### config.mk
export PLATFORM = sky130hd
export DESIGN_NAME = floor_controller
export DESIGN_NICKNAME = d
export VERILOG_FILES = /design/src/common/elevator_pkg.sv /design/src/hdl/request_latch.sv /design/src/hdl/request_queue.sv /design/src/hdl/car_dispatch.sv /design/src/hdl/floor_controller.sv
export SDC_FILE = /design/constraint.sdc
export NUM_CORES = 1
export LEC_CHECK = 0
export BUFFER_PORTS_ARGS = -buffer_cell sky130_fd_sc_hd__buf_2
export CAP_MARGIN = 10
export CORE_AREA = 10 10 164 128
export DETAILED_ROUTE_END_ITERATION = 8
export DIE_AREA = 0 0 174 138
export PLACE_DENSITY_LB_ADDON = 0.15
export SLEW_MARGIN = 10
export SYNTH_ARGS = -nofsm -noshare
export SYNTH_HDL_FRONTEND = slang
export SYNTH_SLANG_ARGS = --single-unit
### constraint.sdc
create_clock -name clock -period 3.2 [get_ports clock]
set_input_delay 0.64 -clock clock [delete_from_list [all_inputs] [get_ports clock]]
set_output_delay 0.64 -clock clock [all_outputs]
set_load 0.02 [all_outputs]
### src/common/elevator_pkg.sv
//////////////////////////////////////////////////////////////////////
// Shared definitions for the elevator floor request controller
// Floor count, floor number and floor mask types
// Car status and car command structs
//////////////////////////////////////////////////////////////////////

package elevator_pkg;

    //////////////////////////////////////////////////////////////////////
    // Building size
    //////////////////////////////////////////////////////////////////////

    // Floors are numbered 0 (lowest) to NUM_FLOORS-1
    localparam int NUM_FLOORS = 11;

    //////////////////////////////////////////////////////////////////////
    // Types
    //////////////////////////////////////////////////////////////////////

    // Floor number, 0 for the lowest floor up to 10 for the highest
    typedef logic [3:0] floor_t;

    // One bit per floor, bit 0 is the lowest floor
    // Used for the button inputs and the request lights
    typedef logic [NUM_FLOORS-1:0] floor_mask_t;

    // Status reported by the car's motion control
    typedef struct packed {
        floor_t current_floor;
        logic   moving;
    } car_status_t;

    // Command sent to the car's motion control
    typedef struct packed {
        floor_t target_floor;
        // 1 means up
        logic   direction_up;
        logic   activate;
    } car_command_t;

endpackage

### src/hdl/request_latch.sv
//////////////////////////////////////////////////////////////////////
// Request latch for the elevator floor controller
// Samples hall call and car panel buttons, picks one new request
// per cycle, holds the request lights and clears them on arrival
//////////////////////////////////////////////////////////////////////

`timescale 1ns/1ps

module request_latch (
    input  logic                      clock,
    input  logic                      reset_n,
    input  elevator_pkg::floor_mask_t floor_call_buttons,
    input  elevator_pkg::floor_mask_t panel_buttons,
    input  logic                      emergency_button,
    input  logic                      power_switch,
    input  elevator_pkg::car_status_t car_status,
    input  logic                      full,
    output elevator_pkg::floor_mask_t call_lights,
    output elevator_pkg::floor_mask_t panel_lights,
    output logic                      push,
    output elevator_pkg::floor_t      push_floor
);

    import elevator_pkg::*;

    floor_mask_t here_mask;
    floor_mask_t panel_cand;
    floor_mask_t call_cand;
    floor_mask_t select_mask;
    floor_mask_t panel_set;
    floor_mask_t call_set;
    floor_mask_t clear_mask;
    logic        sel_found;
    logic        sel_is_panel;
    logic        accept_enable;

    // Requests are only taken with power on and no emergency
    assign accept_enable = power_switch && !emergency_button;

    // Decode the floor the car stands at
    always_comb begin
        for (int i = 0; i < NUM_FLOORS; i++) begin
            here_mask[i] = (car_status.current_floor == floor_t'(i));
        end
    end

    // A floor is a candidate when pressed, unlit and not the current floor
    assign panel_cand = panel_buttons & ~panel_lights & ~here_mask;
    assign call_cand  = floor_call_buttons & ~call_lights & ~here_mask;

    //////////////////////////////////////////////////////////////////////
    // Priority pick: panel floors lowest first, then call floors
    //////////////////////////////////////////////////////////////////////

    always_comb begin
        sel_found    = 1'b0;
        sel_is_panel = 1'b0;
        select_mask  = '0;
        push_floor   = '0;
        for (int i = 0; i < NUM_FLOORS; i++) begin
            if (!sel_found && panel_cand[i]) begin
                sel_found      = 1'b1;
                sel_is_panel   = 1'b1;
                select_mask[i] = 1'b1;
                push_floor     = floor_t'(i);
            end
        end
        for (int i = 0; i < NUM_FLOORS; i++) begin
            if (!sel_found && call_cand[i]) begin
                sel_found      = 1'b1;
                select_mask[i] = 1'b1;
                push_floor     = floor_t'(i);
            end
        end
    end

    // Held off entirely while the queue has no room
    assign push = accept_enable && !full && sel_found;

    assign panel_set = (push && sel_is_panel) ? select_mask : '0;
    assign call_set  = (push && !sel_is_panel) ? select_mask : '0;

    // Standing at a floor clears both of its lights, emergency or not
    assign clear_mask = (power_switch && !car_status.moving) ? here_mask : '0;

    //////////////////////////////////////////////////////////////////////
    // Light registers
    //////////////////////////////////////////////////////////////////////

    always_ff @(posedge clock or negedge reset_n) begin
        if (!reset_n) begin
            panel_lights <= '0;
            call_lights  <= '0;
        end else begin
            panel_lights <= (panel_lights | panel_set) & ~clear_mask;
            call_lights  <= (call_lights | call_set) & ~clear_mask;
        end
    end

endmodule

### src/hdl/request_queue.sv
//////////////////////////////////////////////////////////////////////
// Request queue for the elevator floor controller
// Circular buffer of requested floor numbers, oldest at the head
//////////////////////////////////////////////////////////////////////

`timescale 1ns/1ps

module request_queue #(
    parameter int QUEUE_DEPTH = 16
) (
    input  logic                 clock,
    input  logic                 reset_n,
    input  logic                 push,
    input  elevator_pkg::floor_t push_floor,
    input  logic                 pop,
    output elevator_pkg::floor_t head_floor,
    output logic                 head_valid,
    output logic                 full
);

    import elevator_pkg::*;

    localparam int PTR_W = $clog2(QUEUE_DEPTH);
    localparam int CNT_W = $clog2(QUEUE_DEPTH + 1);

    typedef logic [PTR_W-1:0] ptr_t;
    typedef logic [CNT_W-1:0] cnt_t;

    floor_t entries [QUEUE_DEPTH];
    ptr_t   wr_ptr;
    ptr_t   rd_ptr;
    cnt_t   count;
    logic   do_push;
    logic   do_pop;

    // Guard both sides so a stray strobe cannot corrupt the pointers
    assign do_push = push && !full;
    assign do_pop  = pop && head_valid;

    assign head_valid = (count != '0);
    assign full       = (count == cnt_t'(QUEUE_DEPTH));
    assign head_floor = entries[rd_ptr];

    // Step a pointer with wrap, depth need not be a power of two
    function automatic ptr_t next_ptr(input ptr_t ptr);
        if (ptr == ptr_t'(QUEUE_DEPTH - 1)) begin
            return '0;
        end
        return ptr + ptr_t'(1);
    endfunction

    //////////////////////////////////////////////////////////////////////
    // Storage
    //////////////////////////////////////////////////////////////////////

    always_ff @(posedge clock) begin
        if (do_push) begin
            entries[wr_ptr] <= push_floor;
        end
    end

    //////////////////////////////////////////////////////////////////////
    // Pointers and occupancy
    //////////////////////////////////////////////////////////////////////

    always_ff @(posedge clock or negedge reset_n) begin
        if (!reset_n) begin
            wr_ptr <= '0;
            rd_ptr <= '0;
            count  <= '0;
        end else begin
            if (do_push) begin
                wr_ptr <= next_ptr(wr_ptr);
            end
            if (do_pop) begin
                rd_ptr <= next_ptr(rd_ptr);
            end
            // Simultaneous push and pop leave the count unchanged
            case ({do_push, do_pop})
                2'b10:   count <= count + cnt_t'(1);
                2'b01:   count <= count - cnt_t'(1);
                default: count <= count;
            endcase
        end
    end

endmodule

### src/hdl/car_dispatch.sv
//////////////////////////////////////////////////////////////////////
// Car dispatch for the elevator floor controller
// Target, direction and activate toward the car
// Retires the head request on arrival, gates the door buttons
//////////////////////////////////////////////////////////////////////

`timescale 1ns/1ps

module car_dispatch (
    input  logic                       power_switch,
    input  logic                       emergency_button,
    input  logic                       door_open_button,
    input  logic                       door_close_button,
    input  elevator_pkg::car_status_t  car_status,
    input  elevator_pkg::floor_t       head_floor,
    input  logic                       head_valid,
    output elevator_pkg::car_command_t car_command,
    output logic                       pop,
    output logic                       door_open_allowed,
    output logic                       door_close_allowed
);

    import elevator_pkg::*;

    floor_t target;
    logic   stopped;
    logic   at_head;

    // Powered and standing still
    assign stopped = power_switch && !car_status.moving;
    assign at_head = (head_floor == car_status.current_floor);

    // An empty queue points the car at floor 0 without activating it
    assign target = head_valid ? head_floor : '0;

    //////////////////////////////////////////////////////////////////////
    // Command toward the car
    //////////////////////////////////////////////////////////////////////

    assign car_command.target_floor = target;
    assign car_command.direction_up = (target > car_status.current_floor);
    assign car_command.activate     = stopped && !emergency_button && head_valid && !at_head;

    // Arrival at the head floor, or a stale duplicate of the current floor
    assign pop = stopped && head_valid && at_head;

    //////////////////////////////////////////////////////////////////////
    // Door gating
    //////////////////////////////////////////////////////////////////////

    assign door_open_allowed  = stopped && door_open_button;
    assign door_close_allowed = stopped && door_close_button;

endmodule

### src/hdl/floor_controller.sv
//////////////////////////////////////////////////////////////////////
// Top level of the elevator floor request controller
// Connects the request latch, the request queue and car dispatch
//////////////////////////////////////////////////////////////////////

`timescale 1ns/1ps

module floor_controller #(
    parameter int QUEUE_DEPTH = 16
) (
    input  logic                       clock,
    input  logic                       reset_n,
    // Buttons from halls and car panel
    input  elevator_pkg::floor_mask_t  floor_call_buttons,
    input  elevator_pkg::floor_mask_t  panel_buttons,
    input  logic                       door_open_button,
    input  logic                       door_close_button,
    input  logic                       emergency_button,
    input  logic                       power_switch,
    // Motion control interface
    input  elevator_pkg::car_status_t  car_status,
    output elevator_pkg::car_command_t car_command,
    // Lights and door permissions
    output elevator_pkg::floor_mask_t  call_lights,
    output elevator_pkg::floor_mask_t  panel_lights,
    output logic                       door_open_allowed,
    output logic                       door_close_allowed
);

    import elevator_pkg::*;

    logic   push;
    floor_t push_floor;
    logic   pop;
    floor_t head_floor;
    logic   head_valid;
    logic   full;

    // Button sampling and request lights
    request_latch u_request_latch (
        .clock              (clock),
        .reset_n            (reset_n),
        .floor_call_buttons (floor_call_buttons),
        .panel_buttons      (panel_buttons),
        .emergency_button   (emergency_button),
        .power_switch       (power_switch),
        .car_status         (car_status),
        .full               (full),
        .call_lights        (call_lights),
        .panel_lights       (panel_lights),
        .push               (push),
        .push_floor         (push_floor)
    );

    // Pending floors in arrival order
    request_queue #(
        .QUEUE_DEPTH (QUEUE_DEPTH)
    ) u_request_queue (
        .clock      (clock),
        .reset_n    (reset_n),
        .push       (push),
        .push_floor (push_floor),
        .pop        (pop),
        .head_floor (head_floor),
        .head_valid (head_valid),
        .full       (full)
    );

    // Oldest request drives the car
    car_dispatch u_car_dispatch (
        .power_switch       (power_switch),
        .emergency_button   (emergency_button),
        .door_open_button   (door_open_button),
        .door_close_button  (door_close_button),
        .car_status         (car_status),
        .head_floor         (head_floor),
        .head_valid         (head_valid),
        .car_command        (car_command),
        .pop                (pop),
        .door_open_allowed  (door_open_allowed),
        .door_close_allowed (door_close_allowed)
    );

endmodule

After elaboration in Yosys (flattened, before gate mapping)

Memories as Yosys holds them, arrays and structs flattened.
Cells that the tools add are included.

Flip-flop bits (word level): 35
Memory bits (writable): 64
Memories kept: 1

Memory list:

| memory                  | words | bits a word | rd ports | clocked after memory_dff | wr ports | RTL line            | RTL |
|---|---|---|---|---|---|---|---|
| u_request_queue.entries | 16    | 4           | 1        | 0                        | 1        | request_queue.sv:29 | `floor_t entries [QUEUE_DEPTH];` |

$add $sub $neg: 4
$lt $le $gt $ge: 1
Equal/unequal tests: 16
Multiplexer cells: 79
Bitwise gates (word level): 12
Reductions and logical operators: 64

Operator list:

| cell                                                                   | number |
|---|---|
| 4-bit 2-to-1 mux                                                       | 19 |
| 11-bit AND                                                             | 6 |
| 1-bit 2-to-1 mux                                                       | 50 |
| 11-bit NOT                                                             | 4 |
| 1-bit logical AND                                                      | 36 |
| 11-bit 2-to-1 mux                                                      | 3 |
| 1-bit zero test                                                        | 25 |
| 11-bit OR                                                              | 2 |
| 4-bit equality test (second input constant)                            | 5 |
| 4-bit by 3-bit equality test with 1-bit output (second input constant) | 4 |
| 3-bit 2-to-1 mux                                                       | 4 |
| 5-bit one-hot mux with 2 select lines                                  | 1 |
| 4-bit by 1-bit adder with 4-bit output (second input constant)         | 2 |
| 4-bit by 2-bit equality test with 1-bit output (second input constant) | 2 |
| 5-bit by 1-bit adder with 5-bit output (second input constant)         | 1 |
| 5-bit equality test (second input constant)                            | 1 |
| 5-bit nonzero test                                                     | 1 |
| 5-bit by 1-bit subtractor with 5-bit output (second input constant)    | 1 |
| 4-bit by 1-bit equality test with 1-bit output (second input constant) | 1 |
| 4-bit equality test                                                    | 1 |
| 4-bit greater-than comparator                                          | 1 |
| 4-bit zero test                                                        | 1 |
| 2-bit 2-to-1 mux                                                       | 2 |
| 2-bit by 1-bit equality test with 1-bit output (second input constant) | 1 |
| 2 further kinds                                                        | 2 |

Longest topological paths before layout

Word-level depth: 72
Gate-level depth with buffers: 17

By module

From an unflattened synthesis, not the netlist that was laid out.

Cell total of the unflattened synthesis: 457
Area total of the unflattened synthesis: 5,221.3 um^2

By module, submodules not included:

| module        | instances | cells an instance | area each (um^2) | sequential area each (um^2) |
|---|---|---|---|---|
| request_queue | 1         | 227               | 3,384.5          | 2,247.2 |
| request_latch | 1         | 201               | 1,637.8          | 550.5 |
| car_dispatch  | 1         | 29                | 198.9            | 0.0 |

Worst setup path after synthesis

No wires, ideal clock.

Kind: input -> register
From: input port car_status[2] (netlist bit)
To: register u_request_queue.count[4]
Library setup time: 0.125 ns
Arrival time: 3.988 ns
Required time: 3.075 ns
Slack: -0.913 ns
Stages: 15
Path buffers: 2
Cell sequence: buf_2 > or4bb_1 > a222oi_1 > nand4_2 > o41ai_2 > buf_6 > ha_1 > inv_1 > fa_1 > inv_1 > a21o_1 > a21oi_1 > xnor2_1 > nor2_1 > xor2_1

Word-level cells in the longest chain between the ends: 71
Elaborated cells between the ends (all ways): 87
Classes of those cells: eq/ne: 13; mux: 23; bitwise: 3; reduce/logical: 48

Ends and longest elaborated chain:

| element                                                                               | RTL line                                 | RTL |
|---|---|---|
| from (decl)                                                                           | floor_controller.sv:21                   | `input elevator_pkg::car_status_t car_status,` |
| 4-bit zero test                                                                       | request_latch.sv:43                      | `here_mask[i] = (car_status.current_floor == floor_t'(i));` |
| 11-bit NOT                                                                            | request_latch.sv:48, request_latch.sv:49 |  |
| 11-bit AND                                                                            | request_latch.sv:48                      | `assign panel_cand = panel_buttons & ~panel_lights & ~here_mask;` |
| 1-bit 2-to-1 mux                                                                      | request_latch.sv:61                      | `if (!sel_found && panel_cand[i]) begin` |
| 1-bit zero test                                                                       | request_latch.sv:61                      |  |
| 1-bit logical AND                                                                     | request_latch.sv:61                      |  |
| 1-bit 2-to-1 mux                                                                      | request_latch.sv:61                      |  |
| 1-bit zero test                                                                       | request_latch.sv:61                      |  |
| (+55 left out)                                                                        | --                                       |  |
| 1-bit 2-to-1 mux                                                                      | request_latch.sv:69                      | `if (!sel_found && call_cand[i]) begin` |
| 1-bit zero test                                                                       | request_latch.sv:69                      |  |
| 1-bit logical AND                                                                     | request_latch.sv:69                      |  |
| 1-bit 2-to-1 mux                                                                      | request_latch.sv:69                      |  |
| 1-bit logical AND                                                                     | request_latch.sv:78                      | `assign push = accept_enable && !full && sel_found;` |
| 1-bit logical AND                                                                     | request_queue.sv:37                      | `assign do_push = push && !full;` |
| 2-bit by 1-bit equality test with 1-bit output or 2-bit equality test (tied branches) | request_queue.sv:79                      | `case ({do_push, do_pop})` |
| 5-bit one-hot mux with 2 select lines or 2-bit nonzero test (tied branches)           | --                                       |  |
| to (signal assigned)                                                                  | request_queue.sv:80                      | `2'b10: count <= count + cnt_t'(1);` |
| to (signal assigned)                                                                  | request_queue.sv:81                      | `2'b01: count <= count - cnt_t'(1);` |
| to (signal assigned)                                                                  | request_queue.sv:82                      | `default: count <= count;` |
| to (decl)                                                                             | request_queue.sv:32                      | `cnt_t count;` |

Several ways; a longest one is shown, not always the timed one.
A chain may end at the register's enable or synchronous reset.

==> key figures <==
Run status
  – Outcome: complete, but fails checks
  – Failing checks: setup timing

Timing
  – Setup TNS: -790 ps
  – Fin crit share: 110%
  – Tmin final: 3520 ps
  – Final hold slack: 410 ps
  – Slew of the pin with the lowest slew margin: 880 ps
  – Final setup vio count: 5
  – FMAX: 284 MHz
  – Relative slew margins: 41.3%
  – Max Slew Vio Count: 0
  – Min setup slack post-route: -325 ps
  – RSZ-0062 raised after global routing: true
  – Skew final: 6.72 ps
  – Fin. Hold Viols: 0

Yosys
  – Mapped Area: 0.00521 sq mm
  – Cells after Synth: 447
  – Avg Inst Size Synth: 11.7 sq um
  – Async SR Flop Fraction: 35.4%
  – Synthesized flop and latch total: 99
  – Netlist cell types: 66
  – Post-synth EDFFs: 64
  – Post-synth top flop: edfxtp_1
  – Register area share after synthesis: 53.7%
  – Total of warnings raised by yosys: 0
  – Post-Synthesis Net Count: 494

Routing
  – Detailed-route via count: 4191
  – Remaining DRCs: 0
  – Iter 0 DRT Violations: 295
  – Post-DR wirelength/cell: 18.2 um
  – Vias per cell: 4.85
  – Drt first pass iters: 5
  – Final ANT Viol Nets: 0
  – Routed WL: 15800 um

Global routing
  – Gr usage total: 13.1%
  – Initial antenna violation count: 0
  – Global-route wire length before repair: 24800 um
  – Largest net degree at the start of global routing: 36
  – Vias in the first global route: 4285
  – GRT overflow: 0

Setup path
  – Critical Path Sink Type: primary output
  – Reg-to-Reg End: u_request_queue.count[4]
  – CP Launch Type: register
  – R2R depth: 17
  – Slowest CP cell: dfrtp_1
  – Req. time, crit path: 2560 ps
  – Crit path largest cell delay: 400 ps
  – Worst EP arrival: 2880 ps
  – Worst r2r src: u_request_queue.rd_ptr[0]
  – Critical path fanouts, max: 8
  – CP Class: reg2out
  – CP dominant cell by count: buf_6
  – Flop2flop setup slack: -200 ps
  – Critical path, cell by cell: buf_12 -> buf_6 -> mux2i_1 -> a22oi_1 -> o211ai_1 -> or2_4 -> a21o_1 -> ha_2 -> nor2b_4 -> o21ai_1 -> nand2b_1 -> a21oi_2 -> a41oi_2 -> buf_6

Cells and area
  – Layout cell share with drive strength beyond 1: 39.5%
  – Post-route cell area: 0.00715 sq mm
  – Commonest non-fill, non-tap cell in the layout: buf_4
  – Area Overhead vs Synth: 37.2%
  – # diodes: 0
  – Post-layout util: 39.8%
  – Fin nets: 659
  – Commonest cells after routing, fill and taps aside: buf_4 (99), edfxtp_1 (64), buf_2 (59), dfrtp_1 (35), nand2_1 (28)

Place
  – Port bufs: 62
  – DP Area: 0.00658 sq mm
  – Post-DP HPWL: 12100 um
  – Placer Congestion: 0.868
  – Place WS: -571 ps

Clocking
  – Htree depth: 3
  – Root Driver: clkbuf_16
  – Hold Buf Count CTS: 0
  – Clk buf depth: 2
  – Clock-pin slew on the worst setup and hold paths: 70 ps
  – CTS tree: built
  – Worst-Skew Late Latency: 350 ps
  – Cts bufs inserted: 9
  – CTS Sinks: 99

Floorplan
  – Die Span Y: 138 um
  – # rows: 43
  – Core area: 0.0180 sq mm
  – Initial core utilization: 29.0%
  – Die area: 0.0240 sq mm
  – # IOs: 63
  – Die W: 174 um

Pwr
  – P_int: 3570 uW
  – P per Cell Area: 788 mW/mm^2
  – Leak: 0.00295 uW
  – Peak VDD IR: 0.000278 V
  – Comb power frac: 49.1%
  – Sw Share: 36.7%
  – Flop pwr share: 33.1%
  – Switching power total: 2070 uW
  – Power share of the clock group: 17.8%

Run
  – Maxcap violations: 0

Worst hold path
  – HP Class: in2async
[cell usage after synthesis, types with 5 or more instances]
cell	instances	area (sq um)
nor4_1	5	31.3
a211oi_1	5	37.5
a21oi_1	21	105
nand3b_1	5	37.5
o21ai_0	21	105
xor2_1	6	52.6
nand4_1	10	62.6
nand2b_1	6	37.5
o31ai_1	5	37.5
mux2i_1	15	150
ha_1	13	163
nand2_1	28	105
mux4_2	6	135
mux2_2	6	67.6
nor2_1	23	86.3
dfrtp_1	35	876
edfxtp_1	64	1920
nand3_1	8	40.0
o211ai_1	5	37.5
a22oi_1	5	37.5
and2_1	18	113
o22ai_1	5	31.3
clkbuf_1	9	33.8
xnor2_1	11	96.3
inv_1	19	71.3
nor2b_1	19	119
[final cells by class]
| cell class | count | area [sq um] |
|---|---|---|
| clock buffers | 11 | 233 |
| flip-flops and latches | 99 | 2800 |
| well taps | 247 | 309 |
| repair buffers | 171 | 1250 |
| fillers | 1779 | 10800 |
| clock inverters | 5 | 36.3 |
| inverters | 19 | 71.3 |
| multi-input cells | 312 | 2460 |
[metal layers]
| layer | share of wire [%] | wire, um | global-route usage (%) |
|---|---|---|---|
| met2 | 42 | 6570 | 18.7 |
| met1 | 53 | 8270 | 19.4 |
| met5 | 0 | 0 | 0 |
| met4 | 0.98 | 155 | 2.96 |
| met3 | 4.8 | 752 | 2.83 |
[sequential cells by signal (all words and copies together), names as in the netlist]
signal / flops
u_request_queue.rd_ptr: 4
u_request_latch.panel_lights: 11
u_request_latch.call_lights: 11
u_request_queue.count: 5
u_request_queue.entries: 64
u_request_queue.wr_ptr: 4
[power groups by stage]
stage | sequential [uW] | combinational [uW] | clock [uW]
after floorplan | 1940 | 1220 | 0
after global placement | 1880 | 2450 | 0
after detailed placement | 1880 | 2450 | 0
after CTS | 1860 | 2630 | 1050
after global routing | 1890 | 3000 | 1090
final | 1860 | 2770 | 1000
[worst max-delay path: cells and delay by family, from the launching register on]
kind                       cells  cell delay [ps]
AOI/OAI and AO/OA              6              910
and+or+nand+nor                3              470
buffers and inverters          3              440
DFF                            1              400
adders and majority gates      1              190
muxes                          1              140
[timing repair]
item                                   4_1_cts  5_1_grt
gates resized for setup                     21       20
setup endpoints to repair                    5      107
pin swaps                                   21        9
setup buffers                                9        4
endpoints found under the hold margin        0        0
gates cloned                                 0        1
[how the worst max path moves through the flow]
stage                                          from                       end  slack, ps  cells after the start
after floorplan                       car_status[2]  u_request_queue.count[4]       -590                     15
after global placement                car_status[2]  u_request_queue.count[4]       -530                     15
after detailed placement              car_status[2]  u_request_queue.count[4]       -570                     15
after CTS                 u_request_queue.rd_ptr[0]            car_command[1]       -360                     12
after global routing      u_request_queue.rd_ptr[0]            car_command[1]       -480                     12
final                     u_request_queue.rd_ptr[0]            car_command[1]       -320                     14
[metrics by stage]
step | total power, uW | cells
global route | 5980 | 864
detailed placement | 4340 | 834
CTS | 5540 | 859
floorplan | 3160 | 447
global placement | 4330 | 834
finish | 5630 | 864
[cell families (layout without fill, tap and decap cells)]
group | after synthesis | count (layout) | share of synthesized area, %
mux | 28 | 28 | 6.98
xor+xnor | 17 | 17 | 2.86
buf+inv | 36 | 206 | 3.02
fa+ha+maj | 14 | 14 | 3.50
simple gates | 156 | 156 | 17.5
flops | 99 | 99 | 53.7
compound gates | 97 | 97 | 12.5
Note: power is estimated with default switching activity, not from simulation.
